**config.mk**
```make
export PLATFORM = sky130hd
export DESIGN_NAME = id_stage
export DESIGN_NICKNAME = d
export VERILOG_FILES = /design/src/rv_pkg.sv /design/src/id_stage.sv
export VERILOG_INCLUDE_DIRS = /design/src /design/src/src
export SDC_FILE = /design/constraint.sdc
export NUM_CORES = 1
export LEC_CHECK = 0
export BUFFER_PORTS_ARGS = -buffer_cell sky130_fd_sc_hd__buf_2
export CAP_MARGIN = 5
export CORE_AREA = 2 2 262 264
export DETAILED_ROUTE_END_ITERATION = 10
export DIE_AREA = 0 0 264 266
export SYNTH_ARGS = -nofsm -noshare
export SYNTH_HDL_FRONTEND = slang
export SYNTH_SLANG_ARGS = --single-unit
```
**constraint.sdc**
```tcl
create_clock -name vclk -period 35.3
set_clock_uncertainty 0.1 [all_clocks]
set_input_delay 7.06 -clock vclk [all_inputs]
set_output_delay 7.06 -clock vclk [all_outputs]
set_load 0.02 [all_outputs]
```
**src/rv_defines.svh**
```systemverilog
// rv64i core constants: reset pc, memory map, csr addresses and funct3 codes
`ifndef RV_DEFINES_SVH
`define RV_DEFINES_SVH

`define RESET_PC        64'h0000_0000_8000_0000
`define DMEM_WORDS_LOG2 8
`define DMEM_BASE       64'h0000_0000_8000_1000
// 4 KiB window, stores here are dropped
`define DEVICE_BASE     64'h0000_0000_2000_0000

`define CSR_MSCRATCH    12'h340
`define CSR_MEPC        12'h341
`define CSR_MCAUSE      12'h342
`define CSR_MTVEC       12'h305
`define CSR_MCYCLE      12'hb00

// loads and stores, low two bits give the access size
`define FUNCT3_LB       3'b000
`define FUNCT3_LH       3'b001
`define FUNCT3_LW       3'b010
`define FUNCT3_LD       3'b011
`define FUNCT3_SB       3'b000
`define FUNCT3_SH       3'b001
`define FUNCT3_SW       3'b010
`define FUNCT3_SD       3'b011

`define FUNCT3_BEQ      3'b000
`define FUNCT3_BNE      3'b001
`define FUNCT3_BLT      3'b100
`define FUNCT3_BGE      3'b101
`define FUNCT3_BLTU     3'b110
`define FUNCT3_BGEU     3'b111

// op and op-imm, sll/srl double as the shift codes
`define FUNCT3_ADD      3'b000
`define FUNCT3_SLL      3'b001
`define FUNCT3_SLT      3'b010
`define FUNCT3_SLTU     3'b011
`define FUNCT3_XOR      3'b100
`define FUNCT3_SRL      3'b101
`define FUNCT3_OR       3'b110
`define FUNCT3_AND      3'b111

`define FUNCT3_CSRRW    3'b001
`define FUNCT3_CSRRS    3'b010
`define FUNCT3_CSRRC    3'b011
`define FUNCT3_CSRRWI   3'b101
`define FUNCT3_CSRRSI   3'b110
`define FUNCT3_CSRRCI   3'b111

`endif

```
**src/rv_pkg.sv**
```systemverilog
// rv64i core shared types: data words, opcodes, formats, alu and csr operations
package rv_pkg;

  typedef logic [63:0] xlen_t;
  typedef logic [31:0] inst_t;
  typedef logic [4:0]  reg_idx_t;
  typedef logic [11:0] csr_addr_t;

  // major opcode, inst[6:2]
  typedef enum logic [4:0] {
    op_load   = 5'b00000,
    op_fence  = 5'b00011,
    op_imm    = 5'b00100,
    op_auipc  = 5'b00101,
    op_imm_w  = 5'b00110,
    op_store  = 5'b01000,
    op_reg    = 5'b01100,
    op_lui    = 5'b01101,
    op_reg_w  = 5'b01110,
    op_branch = 5'b11000,
    op_jalr   = 5'b11001,
    op_jal    = 5'b11011,
    op_system = 5'b11100
  } opcode_e;

  typedef enum logic [2:0] {
    fmt_none, fmt_r, fmt_i, fmt_s, fmt_b, fmt_u, fmt_j
  } itype_e;

  typedef enum logic [3:0] {
    alu_add, alu_sub, alu_sll, alu_slt, alu_sltu, alu_xor,
    alu_srl, alu_sra, alu_or, alu_and, alu_pass_b
  } alu_op_e;

  typedef enum logic [1:0] {
    csr_none, csr_write, csr_set, csr_clear
  } csr_op_e;

endpackage

```
**src/id_stage.sv**
```systemverilog
// instruction decode: fields, immediates, operands, memory and csr controls
`timescale 1ns/1ps
`include "rv_defines.svh"

module id_stage (
  input  rv_pkg::inst_t     inst,
  input  rv_pkg::xlen_t     pc,
  input  rv_pkg::xlen_t     rs1_data,
  input  rv_pkg::xlen_t     rs2_data,
  output rv_pkg::reg_idx_t  rs1,
  output rv_pkg::reg_idx_t  rs2,
  output rv_pkg::reg_idx_t  rd,
  output logic              rs1_ren,
  output logic              rs2_ren,
  output logic              rd_wen,
  output rv_pkg::itype_e    itype,
  output rv_pkg::opcode_e   opcode,
  output logic [2:0]        funct3,
  output rv_pkg::alu_op_e   alu_op,
  output logic              word_op,
  output logic              is_branch,
  output logic              is_jump,
  output rv_pkg::xlen_t     op1,
  output rv_pkg::xlen_t     op2,
  output rv_pkg::xlen_t     t1,
  output logic              mem_ren,
  output logic              mem_wen,
  output logic [1:0]        mem_size,
  output logic              mem_unsigned,
  output rv_pkg::xlen_t     mem_addr,
  output rv_pkg::xlen_t     mem_wdata,
  output rv_pkg::csr_addr_t csr_addr,
  output rv_pkg::csr_op_e   csr_op,
  output rv_pkg::xlen_t     csr_wdata,
  output logic              skip
);
  import rv_pkg::*;

  xlen_t imm;
  xlen_t shamt;
  xlen_t zimm;
  logic  is_arith;
  logic  is_reg_form;
  logic  is_shift;
  logic  alt_op;
  logic  mem_is_device;

  assign opcode = opcode_e'(inst[6:2]);
  assign rd     = inst[11:7];
  assign funct3 = inst[14:12];
  assign rs1    = inst[19:15];
  assign rs2    = inst[24:20];
  // inst[30] picks sub and sra
  assign alt_op = inst[30];
  assign shamt  = {58'd0, inst[25:20]};
  assign zimm   = {59'd0, inst[19:15]};

  always_comb begin
    case (opcode)
      op_lui, op_auipc:                              itype = fmt_u;
      op_jal:                                        itype = fmt_j;
      op_jalr, op_load, op_imm, op_imm_w, op_fence: itype = fmt_i;
      op_system:                                     itype = fmt_i;
      op_branch:                                     itype = fmt_b;
      op_store:                                      itype = fmt_s;
      op_reg, op_reg_w:                              itype = fmt_r;
      default:                                       itype = fmt_none;
    endcase
  end

  // sign-extended immediate per format
  always_comb begin
    case (itype)
      fmt_i:   imm = {{52{inst[31]}}, inst[31:20]};
      fmt_s:   imm = {{52{inst[31]}}, inst[31:25], inst[11:7]};
      fmt_b:   imm = {{52{inst[31]}}, inst[7], inst[30:25], inst[11:8], 1'b0};
      fmt_u:   imm = {{32{inst[31]}}, inst[31:12], 12'd0};
      fmt_j:   imm = {{44{inst[31]}}, inst[19:12], inst[20], inst[30:21], 1'b0};
      default: imm = '0;
    endcase
  end

  assign rs1_ren = (itype == fmt_r) || (itype == fmt_i) || (itype == fmt_s) ||
                   (itype == fmt_b);
  assign rs2_ren = (itype == fmt_r) || (itype == fmt_s) || (itype == fmt_b);

  always_comb begin
    case (itype)
      fmt_r, fmt_u, fmt_j: rd_wen = (rd != '0);
      // fence and ecall/ebreak write nothing
      fmt_i:   rd_wen = (rd != '0) && (opcode != op_fence) &&
                        ((opcode != op_system) || (csr_op != csr_none));
      default: rd_wen = 1'b0;
    endcase
  end

  assign is_reg_form = (opcode == op_reg) || (opcode == op_reg_w);
  assign is_arith    = is_reg_form || (opcode == op_imm) || (opcode == op_imm_w);
  assign is_shift    = (opcode == op_imm || opcode == op_imm_w) &&
                       (funct3 == `FUNCT3_SLL || funct3 == `FUNCT3_SRL);
  assign word_op     = (opcode == op_imm_w) || (opcode == op_reg_w);
  assign is_branch   = (opcode == op_branch);
  assign is_jump     = (opcode == op_jal) || (opcode == op_jalr);

  always_comb begin
    alu_op = alu_add;
    if (opcode == op_jal) begin
      alu_op = alu_pass_b;
    end else if (is_arith) begin
      case (funct3)
        `FUNCT3_ADD:  alu_op = (alt_op && is_reg_form) ? alu_sub : alu_add;
        `FUNCT3_SLL:  alu_op = alu_sll;
        `FUNCT3_SLT:  alu_op = alu_slt;
        `FUNCT3_SLTU: alu_op = alu_sltu;
        `FUNCT3_XOR:  alu_op = alu_xor;
        `FUNCT3_SRL:  alu_op = alt_op ? alu_sra : alu_srl;
        `FUNCT3_OR:   alu_op = alu_or;
        default:      alu_op = alu_and;
      endcase
    end
  end

  // jal carries link in op1 and target in op2
  always_comb begin
    op1 = rs1_data;
    op2 = imm;
    case (itype)
      fmt_r, fmt_b: op2 = rs2_data;
      fmt_i: begin
        if (is_shift) begin
          op2 = shamt;
        end
      end
      fmt_j: begin
        op1 = pc + 64'd4;
        op2 = pc + imm;
      end
      fmt_u: begin
        op1 = (opcode == op_lui) ? imm : pc;
        op2 = (opcode == op_auipc) ? imm : '0;
      end
      default: op2 = imm;
    endcase
  end

  // branch target, or link address for jumps
  assign t1 = is_branch ? pc + imm : (is_jump ? pc + 64'd4 : '0);

  assign mem_ren      = (opcode == op_load);
  assign mem_wen      = (opcode == op_store);
  assign mem_size     = funct3[1:0];
  assign mem_unsigned = funct3[2];
  assign mem_addr     = rs1_data + imm;
  assign mem_wdata    = rs2_data;

  always_comb begin
    csr_op = csr_none;
    if (opcode == op_system) begin
      case (funct3)
        `FUNCT3_CSRRW, `FUNCT3_CSRRWI: csr_op = csr_write;
        `FUNCT3_CSRRS, `FUNCT3_CSRRSI: csr_op = csr_set;
        `FUNCT3_CSRRC, `FUNCT3_CSRRCI: csr_op = csr_clear;
        default:                       csr_op = csr_none;
      endcase
    end
  end

  assign csr_addr  = inst[31:20];
  assign csr_wdata = funct3[2] ? zimm : rs1_data;

  assign mem_is_device = (mem_ren || mem_wen) && ((mem_addr & ~64'hfff) == `DEVICE_BASE);
  assign skip          = (csr_op != csr_none) || mem_is_device;

endmodule

```
==> results.json <==
{
  "placeableCoreArea_um2": 67700,
  "die-area_um2": 70200,
  "synthCells": 2183,
  "rsz0062_at_grt": "false",
  "ys_top_cells_by_area": "ha_1, a21oi_1, xnor2_1, nand2_1, buf_4",
  "irDropWorstVdd_v": 0.0000107,
  "synth.top_cell.area_share_pct": 9.11,
  "worstSetupPathType": "primary input to primary output",
  "grt_max_degree": 78,
  "syn-cell-area_um2": 14000,
  "hold_buffers": 0,
  "drv_cap": 0,
  "dpl_cell_area_um2": 17300,
  "synth-seq-area-share_pct": 0,
  "vias_per_cell": 5.48,
  "period_share_pct": 67.3,
  "finalNonFillerCells": 3520,
  "drt_iter0_markers": 2159,
  "p_per_area_nw_per_um2": 25.6,
  "synth_most_common_cell": "a21oi_1",
  "synthToLayoutAreaGrowth_pct": 23.8,
  "fin_area_um2": 17300,
  "drive_gt1_share_pct": 28.3,
  "cts_resized": 0,
  "io_buffers": 662,
  "synth_nets": 2511,
  "grt_pass1_vias": 17100,
  "max_stage_delay_ns": 0.83,
  "min_path_type": "primary input to primary output",
  "grt_pass1_wl_mm": 124,
  "rows": 96,
  "vias": 19300,
  "post-route-drc-count": 0,
  "finalCriticalPeriod_ns": 23.75,
  "grt_usage_pct": 23.6,
  "post_drt_wl_per_cell_um": 25.3,
  "slew_headroom_pct": 13.2,
  "p_leak_nw": 8.43,
  "worstPathRequired_ns": 28.14,
  "finalHoldViolations": 0,
  "startpoint": "inst[2]",
  "multiInputGateArea_um2": 12500,
  "nFlopsAndLatches": 0,
  "synth_cell_types": 96,
  "overflow": 0,
  "placedCellCount": 3509,
  "antenna_found_initial": 20,
  "num-fill-cells": 7747,
  "initial_core_util_pct": 20.7,
  "clock_buffers": 0,
  "endpoint": "skip",
  "hpwlAfterDp_mm": 74.3,
  "cts_setup_buffers": 0,
  "ys_warn_count": 0,
  "seqCellArea_um2": 0,
  "drt-total-wl_mm": 89.0,
  "critical_path_arrival_ns": 16.59,
  "slowest_stage": "o21ai_0",
  "yosysTopAreaCell": "ha_1",
  "outcome": "completed",
  "layout.nets": 2957,
  "endpoint_kind": "primary output",
  "ant_nets": 0,
  "finalSetupViolCount": 0,
  "io_pins": 664,
  "crit_path_max_fanout": 43,
  "critPathLaunchType": "primary input",
  "die_y_um": 266,
  "tightestPinTransition_ns": 1.30,
  "finalSetupTns_ns": 0,
  "fmax_ghz": 0.0421,
  "postSynthAreaPerCell_um2": 6.42,
  "die_x_um": 264,
  "gp_congestion": 0.965,
  "dr.pass1.iters": 6,
  "synth_commonest_cells": "a21oi_1, nand2_1, nor2_1",
  "drv_slew": 0
}
critical path: cells and delay by family:
family | cells | cell delay, ns
adders and majority gates | 2 | 0.81
buffers and inverters | 8 | 2.20
and+or+nand+nor | 11 | 3.32
AOI/OAI and AO/OA | 9 | 3.12
kinds of logic after synthesis:
group	after synthesis	synth area share, %
buffers and inverters	305	11.2
adder cells (fa/ha/maj)	128	11.1
AO/OA/AOI/OAI	815	38.3
multiplexers	28	2.17
XOR/XNOR	197	12.3
AND/OR/NAND/NOR	710	24.9
per-stage QoR:
stage          hold slack [ns]  power (W)  utilization, %  setup slack (ns)
4_1_cts                  14.26   0.000437            25.6             11.68
2_1_floorplan            14.13   0.000279               -             13.81
6_report                 14.25   0.000443            25.6             11.55
5_1_grt                  14.26   0.000475            25.6             11.20
3_5_place_dp             14.25   0.000435            25.6             11.72
3_3_place_gp             14.25   0.000437            25.6             11.73
layout by cell type (no fill, tap or decap), types with 15 or more instances in the layout:
master      n
a21oi_1   232
mux2i_1    18
o21a_1     17
and2_1     19
nand2b_1   16
a21o_1     78
nand3_1    57
buf_4      21
nand4_1    26
o22ai_1    60
xor2_1     81
nor3_1     39
and3_1     27
inv_1      60
o21bai_1   15
o221ai_1   69
buf_2     662
nand2_1   211
ha_1      102
o21ai_0   144
a31oi_1    28
nor2b_1    78
maj3_1     22
nor2_1    156
xnor2_1   116
area by class of cell:
cell class / instances / area share (%)
Inverter: 66 / 1.43
Timing Repair Buffer: 683 / 20.0
Multi-Input combinational cell: 1878 / 72.0
Antenna cell: 11 / 0.159
Tap cell: 882 / 6.36
per-layer routing:
layer / global-route usage (%) / vias up / part of all wire (%)
li1: - / 8928 / -
met1: 34.1 / 9160 / 45
met2: 33.7 / 1057 / 40
met3: 7.21 / 137 / 11
met4: 5.64 / 12 / 3.1
met5: 0 / - / 0.083
how the worst min path moves through the flow:
stage	to	from	depth (start not counted)
detailed placement	mem_wdata[61]	rs2_data[61]	2
floorplan	csr_addr[0]	inst[20]	1
global placement	mem_wdata[61]	rs2_data[61]	2
global route	mem_wdata[4]	rs2_data[4]	2
finish	mem_wdata[61]	rs2_data[61]	2
CTS	mem_wdata[52]	rs2_data[52]	2
report_power, final:
part | total, W | switching [W] | internal [W]
Sequential | 0 | 0 | 0
Clock | 0.0000000000419 | 0 | 0.0000000000419
Combinational | 0.000443 | 0.000304 | 0.000140
(Power assumes the default switching activity.)
