--- config.mk ---
export PLATFORM = sky130hd
export DESIGN_NAME = csr_file
export DESIGN_NICKNAME = d
export VERILOG_FILES = /design/src/rv_pkg.sv /design/src/csr_file.sv
export VERILOG_INCLUDE_DIRS = /design/src /design/src/src
export SDC_FILE = /design/constraint.sdc
export NUM_CORES = 1
export LEC_CHECK = 0
export BUFFER_PORTS_ARGS = -buffer_cell sky130_fd_sc_hd__buf_2
export CORE_ASPECT_RATIO = 0.6
export CORE_MARGIN = 2
export CORE_UTILIZATION = 41
export DETAILED_ROUTE_END_ITERATION = 8
export GPL_ROUTABILITY_DRIVEN = 0
export SLEW_MARGIN = 20
export SYNTH_ARGS = -nofsm -noshare
export SYNTH_HDL_FRONTEND = slang
export SYNTH_SLANG_ARGS = --single-unit
--- constraint.sdc ---
create_clock -name clk -period 3.5 [get_ports clk]
set_input_delay 0.175 -clock clk [delete_from_list [all_inputs] [get_ports clk]]
set_output_delay 0.175 -clock clk [all_outputs]
set_load 0.01 [all_outputs]
--- src/rv_defines.svh ---
// rv64i core constants: reset pc, memory map, csr addresses and funct3 codes
`ifndef RV_DEFINES_SVH
`define RV_DEFINES_SVH

`define RESET_PC        64'h0000_0000_8000_0000
`define DMEM_WORDS_LOG2 8
`define DMEM_BASE       64'h0000_0000_8000_1000
// 4 KiB window, stores here are dropped
`define DEVICE_BASE     64'h0000_0000_2000_0000

`define CSR_MSCRATCH    12'h340
`define CSR_MEPC        12'h341
`define CSR_MCAUSE      12'h342
`define CSR_MTVEC       12'h305
`define CSR_MCYCLE      12'hb00

// loads and stores, low two bits give the access size
`define FUNCT3_LB       3'b000
`define FUNCT3_LH       3'b001
`define FUNCT3_LW       3'b010
`define FUNCT3_LD       3'b011
`define FUNCT3_SB       3'b000
`define FUNCT3_SH       3'b001
`define FUNCT3_SW       3'b010
`define FUNCT3_SD       3'b011

`define FUNCT3_BEQ      3'b000
`define FUNCT3_BNE      3'b001
`define FUNCT3_BLT      3'b100
`define FUNCT3_BGE      3'b101
`define FUNCT3_BLTU     3'b110
`define FUNCT3_BGEU     3'b111

// op and op-imm, sll/srl double as the shift codes
`define FUNCT3_ADD      3'b000
`define FUNCT3_SLL      3'b001
`define FUNCT3_SLT      3'b010
`define FUNCT3_SLTU     3'b011
`define FUNCT3_XOR      3'b100
`define FUNCT3_SRL      3'b101
`define FUNCT3_OR       3'b110
`define FUNCT3_AND      3'b111

`define FUNCT3_CSRRW    3'b001
`define FUNCT3_CSRRS    3'b010
`define FUNCT3_CSRRC    3'b011
`define FUNCT3_CSRRWI   3'b101
`define FUNCT3_CSRRSI   3'b110
`define FUNCT3_CSRRCI   3'b111

`endif

--- src/rv_pkg.sv ---
// rv64i core shared types: data words, opcodes, formats, alu and csr operations
package rv_pkg;

  typedef logic [63:0] xlen_t;
  typedef logic [31:0] inst_t;
  typedef logic [4:0]  reg_idx_t;
  typedef logic [11:0] csr_addr_t;

  // major opcode, inst[6:2]
  typedef enum logic [4:0] {
    op_load   = 5'b00000,
    op_fence  = 5'b00011,
    op_imm    = 5'b00100,
    op_auipc  = 5'b00101,
    op_imm_w  = 5'b00110,
    op_store  = 5'b01000,
    op_reg    = 5'b01100,
    op_lui    = 5'b01101,
    op_reg_w  = 5'b01110,
    op_branch = 5'b11000,
    op_jalr   = 5'b11001,
    op_jal    = 5'b11011,
    op_system = 5'b11100
  } opcode_e;

  typedef enum logic [2:0] {
    fmt_none, fmt_r, fmt_i, fmt_s, fmt_b, fmt_u, fmt_j
  } itype_e;

  typedef enum logic [3:0] {
    alu_add, alu_sub, alu_sll, alu_slt, alu_sltu, alu_xor,
    alu_srl, alu_sra, alu_or, alu_and, alu_pass_b
  } alu_op_e;

  typedef enum logic [1:0] {
    csr_none, csr_write, csr_set, csr_clear
  } csr_op_e;

endpackage

--- src/csr_file.sv ---
// machine csrs with write/set/clear and a free-running cycle counter
`timescale 1ns/1ps
`include "rv_defines.svh"

module csr_file (
  input  logic              clk,
  input  logic              rst,
  input  logic              accept,
  input  rv_pkg::csr_addr_t csr_addr,
  input  rv_pkg::csr_op_e   csr_op,
  input  rv_pkg::xlen_t     csr_wdata,
  output rv_pkg::xlen_t     csr_rdata
);
  import rv_pkg::*;

  xlen_t mscratch;
  xlen_t mepc;
  xlen_t mcause;
  xlen_t mtvec;
  xlen_t mcycle;
  xlen_t next_val;

  always_comb begin
    case (csr_addr)
      `CSR_MSCRATCH: csr_rdata = mscratch;
      `CSR_MEPC:     csr_rdata = mepc;
      `CSR_MCAUSE:   csr_rdata = mcause;
      `CSR_MTVEC:    csr_rdata = mtvec;
      `CSR_MCYCLE:   csr_rdata = mcycle;
      default:       csr_rdata = '0;
    endcase
  end

  // read-modify-write value
  always_comb begin
    case (csr_op)
      csr_write: next_val = csr_wdata;
      csr_set:   next_val = csr_rdata | csr_wdata;
      csr_clear: next_val = csr_rdata & ~csr_wdata;
      default:   next_val = csr_rdata;
    endcase
  end

  always_ff @(posedge clk) begin
    if (rst) begin
      mscratch <= '0;
      mepc     <= '0;
      mcause   <= '0;
      mtvec    <= '0;
      mcycle   <= '0;
    end else begin
      // counts through bubbles too
      mcycle <= mcycle + 64'd1;
      if (accept && (csr_op != csr_none)) begin
        case (csr_addr)
          `CSR_MSCRATCH: mscratch <= next_val;
          `CSR_MEPC:     mepc     <= next_val;
          `CSR_MCAUSE:   mcause   <= next_val;
          `CSR_MTVEC:    mtvec    <= next_val;
          default:       ;
        endcase
      end
    end
  end

endmodule

==> run metrics, run 1 <==
overall power of the completed layout 8186 uW; ANT nets after route 0; leakage power figure 0.007419 uW; Async SR Flop Fraction 0%; critical path's slowest cell sky130_fd_sc_hd__or4_1; synth-to-layout area growth 13.81%; clock skew 0.02227 ns; largest area contributor in the synthesized netlist sky130_fd_sc_hd__dfxtp_1; Post-synth EDFFs 0; iteration-0 DRC count of the detailed router 1,853; sinks on the clock net 320; total number of vias ~18,000; die area 45,270 um^2; total global routing overflow 0; vias in the first global route ~17,000; Data arrival, critical path 3.32 ns; distinct cell type count of the synthesized netlist 66; pin count of the biggest net entering global routing 119; number of hold buffers added after CTS 0; die width around 270 um; standard-cell row count 59; cell area after synthesis roughly 18,000 um^2; worst min path class in2reg; biggest fanout along the worst timing path 11; maximum count of clock buffers along a single path 3; number of warnings issued by yosys 0; mean number of vias per cell approximately 6; layout net count 2,332; crit path buf inv count 1; longest individual stage delay on the worst path 0.77 ns; wire length of the first global-routing pass 97.84 mm; # setup viols final 0; detailed-routing iteration count for the pre-antenna-repair pass 5; PostCTS Resize Cnt 0; mean post-synth cell area 8.060 um^2; PD cells between 400 and 500 nW/um^2; #FFs+latches synth 320; cts bufs inserted 34; Util after Layout 47.11%; category of the worst setup path launch point flop; transition time at the pin with the least slew margin roughly 1.0 ns; portion of the post-synthesis area used by sequential elements 35.90%; initial cell density of the core 41.39%; share of final-layout standard cells stronger than drive strength 1 15.64%; share of the clock period used by the worst path 83.18%; per-cell routed wire length between 20 and 25 um; total wire length approximately 63 mm; Critical Path End Type flop; Crit Path Class reg2reg; setup TNS 0 ns; Final Max Tran Viols 0; Tmin final roughly 2.9 ns; drc violations 0; fill cell instance count of the final layout 4,175; number of top-level pins between 100 and 150; Synth area leaders sky130_fd_sc_hd__dfxtp_1 36%, sky130_fd_sc_hd__nor2_1 6.6%, sky130_fd_sc_hd__nor3_1 4.3%; clock tree from TritonCTS done; result of the run complete, no violations; RSZ-0062 raised after global routing no; Floorplan Core Area 43,110 um^2; HPWL reported at the end of detailed placement 41.30 mm; later-pin clock latency in the skew report 0.55 ns; gate family responsible for the most delay along the worst path simple AND/OR/NAND/NOR gates; final number of hold-violating endpoints 0; data required time of the critical path 3.91 ns; most used flip-flop cell after synthesis sky130_fd_sc_hd__dfxtp_1; chip height between 150 and 200 um; Synth Net Count 2,296; initial antenna violation count 6; worst slew margin relative to its limit about a third; worst ir drop on vdd 301.5 uV; port buffer count 144; Clk pin slew, worst setup/hold paths 0.07 ns; max-cap violation count 0; number of buffers inserted by post-CTS setup repair 0; total number of H-tree levels 2; Max Clock Freq 343.5 MHz; post-synth top area share between 30% and 40%; sequence of cells on the critical path ha_1 -> inv_1 -> or3_1 -> or4_1 -> nor4_1 -> xnor2_1 -> nor2_1; Tot GR Track Use 27.21%; library cell used as clock root buffer sky130_fd_sc_hd__clkbuf_16; number of standard cells after synthesis 2,214
[state kept, by name, summed over array words and instances (netlist names)]
name / count
mcause: 64
mcycle: 64
mtvec: 64
mscratch: 64
mepc: 64
[worst register-to-register path: cells and delay by family (launching register included)]
family / cells / cell delay [ns]
adders and majority gates: 1 / 0.33
buffers and inverters: 1 / 0.07
xor gates and xnor gates: 1 / 0.16
DFF: 1 / 0.50
and+or+nand+nor: 4 / 1.73
[cell usage after synthesis, drive strengths merged, types with 51 or more instances]
library cell  number
a211oi            99
nand3             79
a21oi             99
mux2i             64
clkbuf           169
a221oi            51
o21ai             68
nor2             316
a21o              83
dfxtp            320
nor3b             82
nand2            151
nor3             157
[routing by layer]
metal	GRT usage [%]	routed length (um)
met1	38.29	28880
met2	41.85	28300
met3	5.133	4614
met4	8.767	1683
met5	0	0
[layout by cell type (no fill, tap or decap), types with 57 or more instances in the layout]
| cell type | netlist | layout |
|---|---|---|
| sky130_fd_sc_hd__nor2_1 | 314 | 312 |
| sky130_fd_sc_hd__nor3_1 | 155 | 155 |
| sky130_fd_sc_hd__nor3b_1 | 82 | 82 |
| sky130_fd_sc_hd__a21oi_1 | 99 | 99 |
| sky130_fd_sc_hd__nand2_1 | 151 | 151 |
| sky130_fd_sc_hd__o21ai_0 | 61 | 61 |
| sky130_fd_sc_hd__buf_4 | 0 | 57 |
| sky130_fd_sc_hd__mux2i_1 | 64 | 64 |
| sky130_fd_sc_hd__nand3_1 | 79 | 79 |
| sky130_fd_sc_hd__a21o_1 | 83 | 83 |
| sky130_fd_sc_hd__dfxtp_1 | 320 | 320 |
| sky130_fd_sc_hd__buf_2 | 27 | 142 |
[final cells by class]
cell class	instances	area [um^2]	share of cell area (%)
well taps	579	724.4	3.567
inverters	9	33.78	0.1663
repair buffers	207	1294	6.370
multi-input cells	1678	10650	52.46
clock inverters	21	276.5	1.361
flip-flops and latches	320	6406	31.54
clock buffers	41	907.1	4.466
diodes	6	15.01	0.07392
[report_power, final]
part | leakage [uW] | total, uW | switching (uW) | internal [uW]
registers | 0.00258 | 3650 | 6.51 | 3640
clock network | 0.000589 | 3930 | 1610 | 2310
logic | 0.00425 | 611 | 433 | 179
[kinds of logic (layout without fill, tap and decap cells)]
group	count (synthesis)	count (layout)	share of synthesized area [%]
simple gates	953	953	26.78
compound gates	582	582	25.00
fa+ha+maj	1	1	0.07010
mux	65	65	3.653
xor+xnor	77	77	3.779
flops	320	320	35.90
other cells	0	6	0
buf+inv	216	278	4.817
[metrics by stage]
step | hold WS [ns] | cell area, um^2 | setup WS, ns | std cells
final | 0.06666 | 20310 | 0.5887 | 2861
after global routing | 0.06780 | 20310 | 0.4379 | 2860
after CTS | 0.04024 | 20300 | 0.6219 | 2855
after detailed placement | 0.4603 | 19110 | 0.4214 | 2793
after global placement | 0.4471 | 19110 | 0.4396 | 2793
after floorplan | 0.4067 | 17850 | 1.066 | 2214
[path summary, 6_finish.rpt]
path / start / endpoint / slack (ns) / cells after the start
setup reg to reg: mcycle[1] / mcycle[62] / 0.59 / 7
hold reg to reg: mtvec[11] / mtvec[11] / 0.48 / 2
setup / recovery: mcycle[1] / mcycle[62] / 0.59 / 7
hold / removal: csr_wdata[47] / mtvec[47] / 0.07 / 3
Note: power is estimated with default switching activity, not from simulation.
==> inputs of run 2 (changes only) <==
Settings changed: ABC_AREA from default to 1.
Clock period 3.5 ns to 2.9 ns, I/O delays scaled along.
==> run metrics, run 2 <==
Floorplan Core Area 46,250 um^2 (+7.3%); transition time at the pin with the least slew margin 0.7786 ns (-0.2226 ns); Tmin final 2.176 ns (-0.7352 ns); instance area at placement 20,420 um^2 (+6.8%); detailed-routing iteration count for the pre-antenna-repair pass 5 (unchanged); depth of the worst register-to-register path 7 (unchanged); Final Max Tran Viols 0 (unchanged); cell area after synthesis 19,210 um^2 (+7.6%); PostCTS Resize Cnt 0 (unchanged); worst min path class in2reg; standard-cell row count 61 (+3.4%); layout net count 2,991 (+28%); area used by multi-input combinational logic 10,340 um^2 (-2.9%); most frequently used cell type in the post-synthesis netlist sky130_fd_sc_hd__nand3_1; ant diodes 0 (-6); sinks on the clock net 320 (unchanged); Util after Layout 46.79% (-0.32 points); met1 capacity usage during global routing 34.36% (-3.9 points); setup TNS 0 ns (unchanged); mean post-synth cell area 6.733 um^2 (-16%); leakage power figure 0.01028 uW (+39%); PD cells 428.4 nW/um^2 (+6.3%); capture instance of the worst register-to-register path mcycle[46]; synth-to-layout area growth 12.68%; library cell used as clock root buffer sky130_fd_sc_hd__clkbuf_16; per-cell routed wire length 17.25 um (-22%); share of cell area taken by muxes after synthesis 0% (-3.7 points); clock tree from TritonCTS done; final number of hold-violating endpoints 0 (unchanged); max-cap violation count 0 (unchanged); most used flip-flop cell after synthesis sky130_fd_sc_hd__dfxtp_1; total number of H-tree levels 2 (unchanged); combinational family with the most area after synthesis simple AND/OR/NAND/NOR gates; post-synthesis adder-cell area fraction 0.06514% (-0.0050 points); vias in the first global route 17,727 (+5.7%); register-to-register path setup slack 0.72 ns (+0.14 ns); iteration-0 DRC count of the detailed router 1,541 (-17%); share of the clock period used by the worst path 75.04% (-8.1 points); category of the worst setup path launch point flop; area share of xor/xnor cells in the synthesized design 0.2215% (-3.6 points); longest individual stage delay on the worst path 0.52 ns (-0.25 ns); share of final-layout standard cells stronger than drive strength 1 14.13% (-1.5 points); number of standard cells after synthesis 2,853 (+29%); register cell area after layout 6406 um^2 (unchanged); distinct cell type count of the synthesized netlist 39 (-41%); CP Launch Point mcycle[36]; Tot GR Track Use 24.71% (-2.5 points); critical path's slowest cell sky130_fd_sc_hd__nor3_1; global-route track usage on met3 4.668% (-0.46 points); most used standard cells in the synthesized netlist 675 x sky130_fd_sc_hd__nand3_1, 525 x sky130_fd_sc_hd__nand2_1, 410 x sky130_fd_sc_hd__inv_1; finished layout cell area 21,640 um^2 (+6.6%); min setup slack post-route 0.7239 ns (+0.1352 ns); largest area contributor in the synthesized netlist sky130_fd_sc_hd__dfxtp_1; met2 routing resource usage after global routing 39.70% (-2.2 points); die width 283.4 um (+3.7%); Post-synth EDFFs 0 (unchanged); result of the run complete, no violations; FF-to-FF Start mcycle[36]; Synth Net Count 2,935 (+28%); pin count of the biggest net entering global routing 113 (-5.0%); later-pin clock latency in the skew report 0.53 ns (-0.02 ns); Clk pin slew, worst setup/hold paths 0.07 ns (about the same); HPWL reported at the end of detailed placement 39.26 mm (-4.9%); synthesized-area fraction occupied by ao, oa, aoi and oai cells 17.70% (-7.3 points); fill cell instance count of the final layout 4,736 (+13%); number of warnings issued by yosys 0 (unchanged); initial antenna violation count 0 (-6); die area 48,650 um^2 (+7.5%); chip height 171.7 um (+3.7%); total number of vias 19,224 (+8.9%); most common cell after layout, fill and taps aside sky130_fd_sc_hd__nand3_1; clock skew 0.01119 ns (-0.01107 ns); wire length of the first global-routing pass 97.15 mm (-0.71%); worst slew margin relative to its limit 48.01% (+15 points); maximum count of clock buffers along a single path 3 (unchanged); commonest cells after routing, fill and taps aside 675 x sky130_fd_sc_hd__nand3_1, 525 x sky130_fd_sc_hd__nand2_1, 404 x sky130_fd_sc_hd__inv_1; cts bufs inserted 34 (unchanged); worst setup slack before clock tree synthesis 0.7794 ns (+0.3580 ns); crit path buf inv count 1 (unchanged); port buffer count 144 (unchanged); Synth area leaders sky130_fd_sc_hd__dfxtp_1 33%, sky130_fd_sc_hd__nand3_1 18%, sky130_fd_sc_hd__nand2_1 10%; synthesized-area fraction occupied by and/or/nand/nor cells 35.67% (+8.9 points); data required time of the critical path 3.35 ns (-0.56 ns); gate family responsible for the most delay along the worst path simple AND/OR/NAND/NOR gates; GRT Max-Usage Layer met2; ANT nets after route 0 (unchanged); post-synth top area share 33.35% (-2.5 points); RSZ-0062 raised after global routing no; initial cell density of the core 41.53% (+0.14 points); portion of the post-synthesis area used by sequential elements 33.35% (-2.5 points); Async SR Flop Fraction 0% (unchanged); sequence of cells on the critical path inv_1 -> nor3_1 -> nand2_1 -> nor2_1 -> nand3_1 -> or2_0 -> a21oi_1; number of buffers inserted by post-CTS setup repair 0 (unchanged); Max Clock Freq 459.5 MHz (+34%); #FFs+latches synth 320 (unchanged); count of cell instances traversed by the critical path 7 (unchanged); Crit Path Class reg2reg; # setup viols final 0 (unchanged); worst ir drop on vdd 271.0 uV (-10%); timing endpoint of the critical path mcycle[46]; mean number of vias per cell 5.402 (-12%); number of top-level pins 145 (unchanged); Critical Path End Type flop; drc violations 0 (unchanged); Data arrival, critical path 2.63 ns (-0.69 ns); overall power of the completed layout 9271 uW (+13%); total wire length 61.39 mm (-3.3%); total global routing overflow 0 (unchanged); biggest fanout along the worst timing path 4 (-7)
-- run 2: cell count changes after synthesis, sizes merged, moves of 64 or more --
cell    delta
or2       +73
o21a     +236
nand3    +599
buf       +91
o21bai    +64
nor3     -123
mux2i     -64
nor2     -205
nor3b     -82
a211oi    -97
nand2    +381
inv      +409
clkbuf   -119
a21o      -83
-- run 2: tightest hold or removal path: stages --
cell and delay [ns]:
sky130_fd_sc_hd__buf_2 0.09, sky130_fd_sc_hd__nand2_1 0.09, sky130_fd_sc_hd__nand3_1 0.10, sky130_fd_sc_hd__nand2_1 0.04
sky130_fd_sc_hd__inv_1 0.04
-- run 2: per-stage QoR --
step,cells,hold slack [ns]
after CTS,3559,0.0004422
after floorplan,2853,0.3971
final,3559,0.006300
after detailed placement,3485,0.4513
after global placement,3485,0.4450
after global routing,3559,0.03303
-- run 2: per-layer routing --
metal / share of wire, % / vias up
li1: - / 9451
met1: 47 / 9006
met2: 43 / 670
met3: 7.8 / 97
met4: 1.9 / 0
met5: 0 / -
-- run 2: layout make-up --
type / count / share of cell area (%)
Clock buffer: 48 / 4.503
Timing Repair Buffer: 199 / 6.833
Inverter: 417 / 7.313
Tap cell: 630 / 3.642
Sequential cell: 320 / 29.60
Clock inverter: 8 / 0.3180
Multi-Input combinational cell: 1937 / 47.79
-- run 2: worst min path at each step --
stage,from,depth (start not counted),endpoint
CTS,csr_wdata[51],5,mcause[51]
global placement,mcycle[0],1,mcycle[0]
global route,csr_wdata[42],5,mcause[42]
detailed placement,mcycle[0],1,mcycle[0]
floorplan,rst,2,mcycle[14]
finish,csr_wdata[60],5,mepc[60]
-- run 2: kinds of logic (layout without fill, tap and decap cells) --
| family | Yosys count | count (layout) |
|---|---|---|
| AO/OA/AOI/OAI | 469 | 469 |
| XOR/XNOR | 4 | 4 |
| adder cells (fa/ha/maj) | 1 | 1 |
| buffers and inverters | 596 | 672 |
| flip-flops | 320 | 320 |
| AND/OR/NAND/NOR | 1463 | 1463 |
-- run 2: power by group --
part / switching (uW) / total (uW) / internal [uW] / leakage, uW
Sequential: 4.35 / 4400 / 4400 / 0.00258
Clock: 1870 / 4300 / 2430 / 0.000519
Combinational: 386 / 574 / 188 / 0.00719
Total: 2260 / 9270 / 7010 / 0.0103
-- run 2: timing repair --
| action | in CTS | in global routing |
|---|---|---|
| hold buffers | 18 | 0 |
| endpoints found under the hold margin | 38 | 0 |
| endpoints found under the setup margin | 0 | 0 |
==> inputs of run 3 (changes only) <==
Clock period 2.9 ns to 2.3 ns, I/O delays scaled along.
==> run metrics, run 3 (synthesized netlist as in run 2, its figures left out) <==
result of the run complete, no violations; setup TNS 0 ns (unchanged); worst min path class in2reg; final number of hold-violating endpoints 0 (unchanged); data required time of the critical path 2.77 ns (-0.58 ns); mean number of vias per cell 5.389 (-0.23%); commonest cells after routing, fill and taps aside 675 x sky130_fd_sc_hd__nand3_1, 525 x sky130_fd_sc_hd__nand2_1, 404 x sky130_fd_sc_hd__inv_1; die width 283.4 um (unchanged); HPWL reported at the end of detailed placement 39.04 mm (-0.56%); RSZ-0062 raised after global routing no; maximum count of clock buffers along a single path 3 (unchanged); number of top-level pins 145 (unchanged); # setup viols final 0 (unchanged); initial antenna violation count 0 (unchanged); share of final-layout standard cells stronger than drive strength 1 14.32% (+0.18 points); total number of H-tree levels 2 (unchanged); fill cell instance count of the final layout 4,732 (-0.084%); ant diodes 0 (unchanged); Max Clock Freq 477.0 MHz (+3.8%); worst ir drop on vdd 370.4 uV (+37%); total number of vias 19,466 (+1.3%); Final Max Tran Viols 0 (unchanged); PD cells 557.3 nW/um^2 (+30%); Tot GR Track Use 25.42% (+0.71 points); category of the worst setup path launch point flop; biggest fanout along the worst timing path 5 (+1); total global routing overflow 0 (unchanged); Util after Layout 48.14% (+1.3 points); Tmin final 2.096 ns (-0.07971 ns); library cell used as clock root buffer sky130_fd_sc_hd__clkbuf_16; transition time at the pin with the least slew margin 0.6048 ns (-0.1737 ns); chip height 171.7 um (unchanged); number of hold buffers added after CTS 62 (+44); later-pin clock latency in the skew report 0.55 ns (+0.02 ns); synth-to-layout area growth 15.91%; vias in the first global route 17,967 (+1.4%); PostCTS Resize Cnt 0 (unchanged); Data arrival, critical path 2.56 ns (-0.07 ns); pin count of the biggest net entering global routing 90 (-20%); leakage power figure 0.01056 uW (+2.7%); Critical Path End Type flop; clock skew 0.02138 ns (+0.01018 ns); worst slew margin relative to its limit 59.37% (+11 points); most common cell after layout, fill and taps aside sky130_fd_sc_hd__nand3_1; max-cap violation count 0 (unchanged); initial cell density of the core 41.53% (unchanged); wire length of the first global-routing pass 99.57 mm (+2.5%); clock tree from TritonCTS done; sinks on the clock net 320 (unchanged); number of placed instances with taps included 3,489 (+0.11%); die area 48,650 um^2 (unchanged); share of the clock period used by the worst path 91.15% (+16 points); Crit Path Class reg2reg; Clk pin slew, worst setup/hold paths 0.06 ns (about the same); detailed-routing iteration count for the pre-antenna-repair pass 5 (unchanged); total wire length 62.99 mm (+2.6%); layout net count 3,039 (+1.6%); iteration-0 DRC count of the detailed router 1,627 (+5.6%); port buffer count 144 (unchanged); ANT nets after route 0 (unchanged); standard-cell row count 61 (unchanged); Floorplan Core Area 46,250 um^2 (unchanged); number of buffers inserted by post-CTS setup repair 0 (unchanged); drc violations 0 (unchanged); per-cell routed wire length 17.44 um (+1.1%); number of standard cells in the layout, taps in and fillers out 3,612 (+1.5%); cts bufs inserted 34 (unchanged)
==> run 3: cell count changes in the layout (fill, tap and decap cells not counted), sizes merged <==
cell / before / now
buf: 181 / 185
bufinv: 1 / 5
inv: 418 / 419
clkbuf: 48 / 47
clkinv: 6 / 7
dlygate4sd3: 18 / 62
==> run 3: routing by layer <==
metal | share of wire (%) | up-vias | global-route usage (%)
met4 | 2.0 | 0 | 6.165
met2 | 43 | 762 | 40.24
met3 | 8.3 | 90 | 4.602
li1 | - | 9545 | -
met5 | 0 | - | 0
met1 | 46 | 9069 | 35.78
==> run 3: layout make-up <==
| cell class | count | area, um^2 | area share, % |
|---|---|---|---|
| Clock buffer | 47 | 989.7 | 4.445 |
| Clock inverter | 14 | 217.7 | 0.9778 |
| Inverter | 417 | 1583 | 7.109 |
| Multi-Input combinational cell | 1937 | 10340 | 46.46 |
| Sequential cell | 320 | 6406 | 28.77 |
| Tap cell | 630 | 788.3 | 3.540 |
| Timing Repair Buffer | 247 | 1937 | 8.699 |
==> run 3: report_power, final <==
group	leakage, uW	internal (uW)	switching, uW
registers	0.00258	5540	4.57
logic	0.00739	278	500
clock network	0.000599	3600	2490
==> run 3: through the flow <==
step | power [uW] | worst slack [ns] | instance area [um^2] | hold WS [ns]
finish | 12410 | 0.2036 | 22270 | 0.02081
global route | 12810 | 0.04634 | 22270 | 0.04464
CTS | 12490 | 0.2985 | 22270 | 0.006283
detailed placement | 6356 | 0.3229 | 20440 | 0.4568
global placement | 6348 | 0.3557 | 20440 | 0.4468
floorplan | 6075 | 0.7564 | 19210 | 0.3671
==> run 3: critical path: stages (launching register included) <==
cell,delay (ns)
sky130_fd_sc_hd__dfxtp_1,0.55
sky130_fd_sc_hd__nand2_1,0.15
sky130_fd_sc_hd__inv_1,0.11
sky130_fd_sc_hd__nand3_1,0.09
sky130_fd_sc_hd__or2_2,0.34
sky130_fd_sc_hd__nor3_1,0.46
sky130_fd_sc_hd__nand4_1,0.16
sky130_fd_sc_hd__a21oi_1,0.18
==> run 3: final timing paths <==
check,startpoint,end,slack (ns),cells past startpoint
setup / recovery,mcycle[52],mcycle[62],0.20,7
hold / removal,csr_wdata[45],mtvec[45],0.02,5
setup reg to reg,mcycle[52],mcycle[62],0.20,7
hold reg to reg,mcycle[0],mcycle[0],0.47,1
